[config.mk]
export PLATFORM = sky130hd
export DESIGN_NAME = tinyCpu
export DESIGN_NICKNAME = d
export VERILOG_FILES = /design/src/rtl/cpuPkg.sv /design/src/rtl/tinyCpu.sv /design/src/rtl/execUnit.sv /design/src/rtl/prefetchQueue.sv /design/src/rtl/fetchUnit.sv
export SDC_FILE = /design/constraint.sdc
export NUM_CORES = 1
export LEC_CHECK = 0
export BUFFER_PORTS_ARGS = -buffer_cell sky130_fd_sc_hd__buf_4
export CAP_MARGIN = 15
export CORE_ASPECT_RATIO = 0.75
export CORE_MARGIN = 5
export CORE_UTILIZATION = 50
export DETAILED_ROUTE_END_ITERATION = 16
export PLACE_DENSITY = 0.73
export SLEW_MARGIN = 20
export SYNTH_ARGS = -nofsm -noshare
export SYNTH_HDL_FRONTEND = slang
export SYNTH_SLANG_ARGS = --single-unit
[constraint.sdc]
create_clock -name clk -period 5.9 [get_ports clk]
set_input_delay 1.18 -clock clk [delete_from_list [all_inputs] [get_ports clk]]
set_output_delay 1.18 -clock clk [all_outputs]
set_load 0.01 [all_outputs]
[src/rtl/cpuPkg.sv]
// ---------------------------------------------------------------------------
// Shared types, flag bit positions and opcodes of the 8-bit core slice
// Imported by every RTL module that needs one of these definitions
// ---------------------------------------------------------------------------
package cpuPkg;

  typedef logic [7:0]  byteT;    // Data byte on bus, queue and accumulator
  typedef logic [15:0] addrT;    // Memory address
  typedef logic [7:0]  flagsT;   // Flag register

  // Flag register layout
  localparam int FlagC = 0;      // Carry
  localparam int FlagN = 1;      // Subtract
  localparam int FlagP = 2;      // Parity or overflow
  localparam int FlagX = 3;      // Result bit 3
  localparam int FlagH = 4;      // Half carry
  localparam int FlagY = 5;      // Result bit 5
  localparam int FlagZ = 6;      // Zero
  localparam int FlagS = 7;      // Sign

  // Supported opcodes, anything else runs as a one-byte NOP
  typedef enum logic [7:0] {
    OpNop   = 8'h00,
    OpLdAN  = 8'h3E,
    OpAddAN = 8'hC6,
    OpSubN  = 8'hD6,
    OpAndN  = 8'hE6,
    OpXorN  = 8'hEE,
    OpOrN   = 8'hF6,
    OpCpl   = 8'h2F,
    OpScf   = 8'h37,
    OpCcf   = 8'h3F,
    OpHalt  = 8'h76
  } opcodeE;

  // Execute unit FSM
  typedef enum logic [1:0] {
    ExecOpcode  = 2'd0,   // Waiting for an opcode byte
    ExecOperand = 2'd1,   // Waiting for the immediate operand
    ExecHalted  = 2'd2    // Stopped until reset
  } execStateE;

endpackage
[src/rtl/tinyCpu.sv]
// ---------------------------------------------------------------------------
// Top level of the core slice, fetch unit, prefetch queue and execute unit
// Connects to an external memory with a fixed one-cycle read latency
// ---------------------------------------------------------------------------
module tinyCpu
  import cpuPkg::*;
#(
  parameter int QueueDepth = 4
)
(
  input  logic  clk,
  input  logic  reset_n,
  input  byteT  memData,
  output logic  memRead,
  output addrT  memAddr,
  output logic  retire,
  output byteT  retireOp,
  output byteT  acc,
  output flagsT flags,
  output logic  haltN
);

  localparam int CntW = $clog2(QueueDepth + 1);

  logic            pushValid;
  byteT            pushData;
  logic            popValid;
  logic            popReady;
  byteT            popData;
  logic [CntW-1:0] freeSlots;

  fetchUnit #(.QueueDepth(QueueDepth)) fetch0 (
    .clk       (clk),
    .reset_n   (reset_n),
    .freeSlots (freeSlots),
    .memRead   (memRead),
    .memAddr   (memAddr),
    .memData   (memData),
    .pushValid (pushValid),
    .pushData  (pushData)
  );

  prefetchQueue #(.QueueDepth(QueueDepth)) queue0 (
    .clk       (clk),
    .reset_n   (reset_n),
    .pushValid (pushValid),
    .pushData  (pushData),
    .popValid  (popValid),
    .popReady  (popReady),
    .popData   (popData),
    .freeSlots (freeSlots)
  );

  execUnit exec0 (
    .clk      (clk),
    .reset_n  (reset_n),
    .popValid (popValid),
    .popReady (popReady),
    .popData  (popData),
    .retire   (retire),
    .retireOp (retireOp),
    .acc      (acc),
    .flags    (flags),
    .haltN    (haltN)
  );

endmodule

[src/rtl/execUnit.sv]
// ---------------------------------------------------------------------------
// Decode and execute of the byte stream from the prefetch queue
// Holds accumulator, flags and halt state, pulses retire per instruction
// ---------------------------------------------------------------------------
module execUnit
  import cpuPkg::*;
(
  input  logic  clk,
  input  logic  reset_n,
  input  logic  popValid,
  output logic  popReady,
  input  byteT  popData,
  output logic  retire,
  output byteT  retireOp,
  output byteT  acc,
  output flagsT flags,
  output logic  haltN
);

  execStateE  state;
  byteT       opReg;          // Opcode waiting for its operand
  logic       accept;
  logic       twoByte;
  logic       done;           // Instruction completes at this edge
  byteT       aluOp;
  byteT       aluAcc;
  flagsT      aluFlags;
  logic [8:0] wide;
  logic [4:0] nibble;
  logic       szUpdate;
  logic       xyUpdate;

  assign popReady = (state != ExecHalted);
  assign haltN    = (state != ExecHalted);
  assign accept   = popValid && popReady;
  assign aluOp    = (state == ExecOperand) ? opReg : popData;
  assign done     = accept && ((state == ExecOperand) || !twoByte);

  always_comb
  begin
    case (popData)
      OpLdAN, OpAddAN, OpSubN, OpAndN, OpXorN, OpOrN: twoByte = 1'b1;
      default:                                        twoByte = 1'b0;
    endcase
  end

  //--------------------------------------------------------------------------
  // ALU, operand is always the byte at the queue head
  //--------------------------------------------------------------------------
  always_comb
  begin
    aluAcc   = acc;
    aluFlags = flags;
    wide     = '0;
    nibble   = '0;
    szUpdate = 1'b0;
    xyUpdate = 1'b0;
    case (aluOp)
      OpLdAN:
        aluAcc = popData;     // Flags untouched
      OpAddAN:
      begin
        wide            = {1'b0, acc} + {1'b0, popData};
        nibble          = {1'b0, acc[3:0]} + {1'b0, popData[3:0]};
        aluAcc          = wide[7:0];
        aluFlags[FlagC] = wide[8];
        aluFlags[FlagH] = nibble[4];
        aluFlags[FlagN] = 1'b0;
        aluFlags[FlagP] = (acc[7] == popData[7]) && (wide[7] != acc[7]);
        szUpdate        = 1'b1;
        xyUpdate        = 1'b1;
      end
      OpSubN:
      begin
        wide            = {1'b0, acc} - {1'b0, popData};
        nibble          = {1'b0, acc[3:0]} - {1'b0, popData[3:0]};
        aluAcc          = wide[7:0];
        aluFlags[FlagC] = wide[8];        // Borrow
        aluFlags[FlagH] = nibble[4];
        aluFlags[FlagN] = 1'b1;
        aluFlags[FlagP] = (acc[7] != popData[7]) && (wide[7] != acc[7]);
        szUpdate        = 1'b1;
        xyUpdate        = 1'b1;
      end
      OpAndN, OpXorN, OpOrN:
      begin
        if (aluOp == OpAndN)
          aluAcc = acc & popData;
        else if (aluOp == OpXorN)
          aluAcc = acc ^ popData;
        else
          aluAcc = acc | popData;
        aluFlags[FlagP] = ~^aluAcc;       // Even parity
        aluFlags[FlagH] = (aluOp == OpAndN);
        aluFlags[FlagN] = 1'b0;
        aluFlags[FlagC] = 1'b0;
        szUpdate        = 1'b1;
        xyUpdate        = 1'b1;
      end
      OpCpl:
      begin
        aluAcc          = ~acc;
        aluFlags[FlagH] = 1'b1;
        aluFlags[FlagN] = 1'b1;
        xyUpdate        = 1'b1;
      end
      OpScf:
      begin
        aluFlags[FlagC] = 1'b1;
        aluFlags[FlagH] = 1'b0;
        aluFlags[FlagN] = 1'b0;
        xyUpdate        = 1'b1;
      end
      OpCcf:
      begin
        aluFlags[FlagC] = ~flags[FlagC];
        aluFlags[FlagH] = flags[FlagC];
        aluFlags[FlagN] = 1'b0;
        xyUpdate        = 1'b1;
      end
      OpNop, OpHalt: ;
      default: ;              // Unknown opcode behaves as NOP
    endcase
    if (szUpdate)
    begin
      aluFlags[FlagS] = aluAcc[7];
      aluFlags[FlagZ] = (aluAcc == '0);
    end
    if (xyUpdate)
    begin
      aluFlags[FlagY] = aluAcc[5];
      aluFlags[FlagX] = aluAcc[3];
    end
  end

  //--------------------------------------------------------------------------
  // FSM and architectural state
  //--------------------------------------------------------------------------
  always_ff @(posedge clk)
  begin
    if (!reset_n)
    begin
      state  <= ExecOpcode;
      retire <= 1'b0;
      acc    <= 8'hFF;
      flags  <= 8'hFF;
    end
    else
    begin
      retire <= done;
      if (done)
      begin
        acc   <= aluAcc;
        flags <= aluFlags;
      end
      if (accept)
      begin
        case (state)
          ExecOpcode:
            if (twoByte)
              state <= ExecOperand;
            else if (popData == OpHalt)
              state <= ExecHalted;
          ExecOperand:
            state <= ExecOpcode;
          default: ;
        endcase
      end
    end
  end

  always_ff @(posedge clk)
  begin
    if (accept && (state == ExecOpcode))
      opReg <= popData;
    if (done)
      retireOp <= aluOp;
  end

endmodule

[src/rtl/prefetchQueue.sv]
// ---------------------------------------------------------------------------
// Circular FIFO between fetch and execute, valid/ready on the pop side
// Reports its free slots so the fetch unit never overruns it
// ---------------------------------------------------------------------------
module prefetchQueue
  import cpuPkg::*;
#(
  parameter int QueueDepth = 4,
  localparam int CntW = $clog2(QueueDepth + 1),
  localparam int PtrW = $clog2(QueueDepth)
)
(
  input  logic            clk,
  input  logic            reset_n,
  input  logic            pushValid,
  input  byteT            pushData,
  output logic            popValid,
  input  logic            popReady,
  output byteT            popData,
  output logic [CntW-1:0] freeSlots
);

  byteT            store [QueueDepth];
  logic [PtrW-1:0] wrPtr;
  logic [PtrW-1:0] rdPtr;
  logic [CntW-1:0] count;
  logic            doPop;

  assign popValid  = (count != '0);
  assign popData   = store[rdPtr];
  assign doPop     = popValid && popReady;
  assign freeSlots = CntW'(QueueDepth) - count;

  always_ff @(posedge clk)
  begin
    if (pushValid)
      store[wrPtr] <= pushData;
  end

  //--------------------------------------------------------------------------
  // Pointers and occupancy
  //--------------------------------------------------------------------------
  always_ff @(posedge clk)
  begin
    if (!reset_n)
    begin
      wrPtr <= '0;
      rdPtr <= '0;
      count <= '0;
    end
    else
    begin
      if (pushValid)
        wrPtr <= (wrPtr == PtrW'(QueueDepth - 1)) ? '0 : wrPtr + 1'b1;
      if (doPop)
        rdPtr <= (rdPtr == PtrW'(QueueDepth - 1)) ? '0 : rdPtr + 1'b1;
      count <= count + CntW'(pushValid) - CntW'(doPop);   // Push and pop may overlap
    end
  end

endmodule

[src/rtl/fetchUnit.sv]
// ---------------------------------------------------------------------------
// Sequential instruction fetch from PC into the prefetch queue
// Issues a read only when the queue can hold every outstanding byte
// ---------------------------------------------------------------------------
module fetchUnit
  import cpuPkg::*;
#(
  parameter int QueueDepth = 4,
  localparam int CntW = $clog2(QueueDepth + 1)
)
(
  input  logic            clk,
  input  logic            reset_n,
  input  logic [CntW-1:0] freeSlots,
  output logic            memRead,
  output addrT            memAddr,
  input  byteT            memData,
  output logic            pushValid,
  output byteT            pushData
);

  addrT            pc;
  logic            inFlight;      // Read issued last cycle, byte returns now
  logic [CntW-1:0] outstanding;
  logic            issueNext;

  // Bytes that will still land in the queue after this cycle
  assign outstanding = CntW'(inFlight) + CntW'(memRead);

  // Room must remain for the next read once both pending bytes arrive
  assign issueNext = (freeSlots > outstanding);

  assign memAddr = pc;

  //--------------------------------------------------------------------------
  // PC and read pipeline
  //--------------------------------------------------------------------------
  always_ff @(posedge clk)
  begin
    if (!reset_n)
    begin
      pc       <= '0;
      memRead  <= 1'b0;
      inFlight <= 1'b0;
    end
    else
    begin
      if (memRead)
        pc <= pc + 16'd1;       // Address consumed this cycle
      memRead  <= issueNext;
      inFlight <= memRead;
    end
  end

  // Returned byte goes straight into the queue
  assign pushValid = inFlight;
  assign pushData  = memData;

endmodule

==> flow_metrics.py <==
metrics = {
    "floorplan": {
        "rows": 33,
        "start_util_pct": 51.90,
        "ios": 53,
        "dieArea_um2": 13750,
        "die_y_um": 102.8,
        "die_w_um": 133.8,
        "core_area_um2": 11070,
    },
    "routing": {
        "ant_nets": 0,
        "remaining_drc_errors": 0,
        "viasPerCell": 5.987,
        "drt_first_pass_iters": 6,
        "drtIter0Drc": 430,
        "totalWireLength_um": 14200,
        "wire_per_inst_um": 18.88,
        "via_count": 4502,
    },
    "cells_and_area": {
        "final_nets": 664,
        "antenna_cells": 0,
        "fin_area_um2": 6551,
        "synthToLayoutAreaGrowth_pct": 14.07,
        "drive_gt1_share_pct": 15.85,
        "layout.cells.non_filler": 752,
    },
    "power_and_ir_drop": {
        "ir_worst_vdd_mv": 0.2423,
        "leakage_nw": 2.620,
        "p_per_area_nw_per_um2": 551.6,
    },
    "yosys": {
        "synth_area_leaders": "edfxtp_1 (25%), dfxtp_1 (16%), ha_1 (9.6%), xnor2_1 (6.6%), mux2i_1 (3.5%)",
        "synth_ff_type": "edfxtp_1",
        "syn_area_per_cell_um2": 10.20,
        "synth_edf_count": 48,
        "syn_area_um2": 5743,
        "ys_warn_count": 0,
        "synth_most_common_cell": "nand2_1",
        "syn-num-nets": 620,
        "synth_top_area_cell": "edfxtp_1",
        "ys_types": 67,
        "yosys_register_bits": 94,
        "synthTopCellsByCount": "nand2_1 (50), edfxtp_1 (48), dfxtp_1 (46)",
        "yosysSeqAreaShare_pct": 41.13,
        "yosys.area.top_type_share_pct": 25.10,
        "synth_cells": 563,
        "async_flop_share_pct": 0,
    },
    "setup_path": {
        "cp_top_family": "compound AO/OA/AOI/OAI gates",
        "worst_setup_path_start_kind": "flip-flop",
        "required_ns": 6.16,
        "cp.arrival_ns": 4.32,
        "crit_path_end_kind": "flip-flop",
        "critPathSlowestCell": "mux4_2",
        "cp.buffers_inverters": 2,
        "slowest_delay_ns": 0.68,
        "critPathMaxFanout": 15,
        "crit_type": "reg2reg",
        "crit_top_cell": "a21o_1",
        "crit_chain": "mux4_2, inv_2, o211ai_2, a211oi_1, buf_4, mux2i_1, ha_1, a21o_1, a21o_1, a21oi_1, xor2_1, o21ai_0, o2111ai_1",
    },
    "global_routing": {
        "antenna_found_initial": 1,
        "grt_overflow": 0,
        "grt_use_total_pct": 21.59,
        "grt_max_degree": 45,
        "grt_pass1_wl_um": 23270,
        "grt_pass1_vias": 4391,
    },
    "outcome": {
        "run_status": "complete, no violations",
    },
    "placement": {
        "portBuffers": 52,
        "place_hpwl_um": 10700,
        "dp.cells": 736,
        "gp_congestion": 0.9652,
        "placed_area_um2": 6236,
    },
    "timing": {
        "fin_crit_sh_pct": 68.79,
        "worst_pin_slew_ns": 0.7837,
        "final.min_clock_period_ns": 4.059,
        "rsz0062_at_grt": "false",
        "setup_violations": 0,
        "finalSetupTns_ns": 0,
        "relSlewSlack_pct": 47.44,
        "fmax_mhz": 246.4,
        "skew_ns": 0.01055,
        "hold_ws_ns": 0.4943,
        "hold_violations": 0,
        "finalMaxSlewViolations": 0,
    },
    "clock_tree": {
        "htreeDepth": 3,
        "clock_latency_ns": 0.35,
        "postCtsSetupBuffers": 0,
        "cts_resized": 0,
        "cts_tree": "yes",
        "cts_hold_buffers": 0,
        "root_buffer": "clkbuf_16",
        "cts_buffer_depth": 2,
        "cts_made_buffers": 9,
        "clk_pin_slew_ns": 0.06,
        "cts.sinks": 94,
    },
    "hold_path": {
        "min_path_type": "reg2reg",
    },
    "run": {
        "cap_violations": 0,
    },
}
area by class of cell:
class	count	area, µm²
well taps	140	175.2
fillers	943	4514
clock inverters	6	86.33
repair buffers	57	427.9
inverters	37	138.9
clock buffers	10	229.0
flip-flops and latches	94	2362
multi-input cells	408	3132
worst reg2reg max path, delay by kind of cell, from the launching register on:
kind,cells,cell delay [ns]
AO/OA/AOI/OAI,7,1.41
multiplexers,2,0.93
flip-flops,1,0.63
buffers and inverters,2,0.45
XOR/XNOR,1,0.32
adder cells (fa/ha/maj),1,0.26
logic make-up after synthesis:
family,Yosys count,synth area share [%]
AO/OA/AOI/OAI,112,14.01
XOR/XNOR,50,7.625
adder cells (fa/ha/maj),47,10.63
buffers and inverters,61,4.423
flip-flops,94,41.13
multiplexers,30,6.819
AND/OR/NAND/NOR,169,15.36
power by group:
group / switching [mW] / total, mW / internal [mW]
Sequential: 0.147 / 1.01 / 0.860
Combinational: 1.14 / 1.99 / 0.849
Clock: 0.246 / 0.617 / 0.371
placed cells by master (no fill, tap or decap), types with 10 or more instances in the layout:
cell type / instances
nand2_1: 50
and2_1: 24
ha_1: 44
a21oi_1: 20
o21ai_0: 20
dfxtp_1: 46
nor2_1: 22
mux2i_1: 20
edfxtp_1: 48
inv_1: 36
xnor2_1: 43
nand3_1: 15
nor2b_1: 10
buf_4: 57
o211ai_1: 15
final timing paths:
check,from,endpoint,slack [ns],cells after the start
worst max register to register,flip-flop,exec0.flags[4]$_SDFFE_PN1P_,1.84,13
worst min-delay path,exec0.flags[1]$_SDFFE_PN1P_,exec0.flags[1]$_SDFFE_PN1P_,0.49,2
worst max-delay path,flip-flop,exec0.flags[4]$_SDFFE_PN1P_,1.84,13
worst min register to register,exec0.flags[1]$_SDFFE_PN1P_,exec0.flags[1]$_SDFFE_PN1P_,0.49,2
per-layer routing:
metal / part of all wire, % / wire, µm / track usage (%) / vias to the layer above
li1: - / - / - / 2115
met3: 11 / 1602 / 6.878 / 33
met2: 43 / 6174 / 33.92 / 228
met5: 0.092 / 13 / 0 / -
met4: 2.0 / 278 / 6.719 / 2
met1: 43 / 6129 / 28.85 / 2124
per-stage QoR:
| step | power, mW | util [%] | setup WS, ns |
|---|---|---|---|
| CTS | 3.603 | 59.20 | 1.858 |
| global placement | 2.932 | 56.31 | 1.980 |
| floorplan | 2.467 | - | 2.449 |
| global route | 3.865 | 59.20 | 1.521 |
| detailed placement | 2.974 | 56.35 | 1.890 |
| finish | 3.614 | 59.20 | 1.841 |
state kept, by name, summed over array words and instances (netlist names), named ones only:
register and flops:
exec0.acc 8, exec0.flags 8, exec0.opReg 8, exec0.retire 1, exec0.retireOp 8, exec0.state 2
fetch0.memAddr 16, fetch0.memRead 1, fetch0.pushValid 1, queue0.count 3, queue0.rdPtr 2, queue0.store 32
queue0.wrPtr 2
No activity file was read; power rests on OpenSTA's default activity.
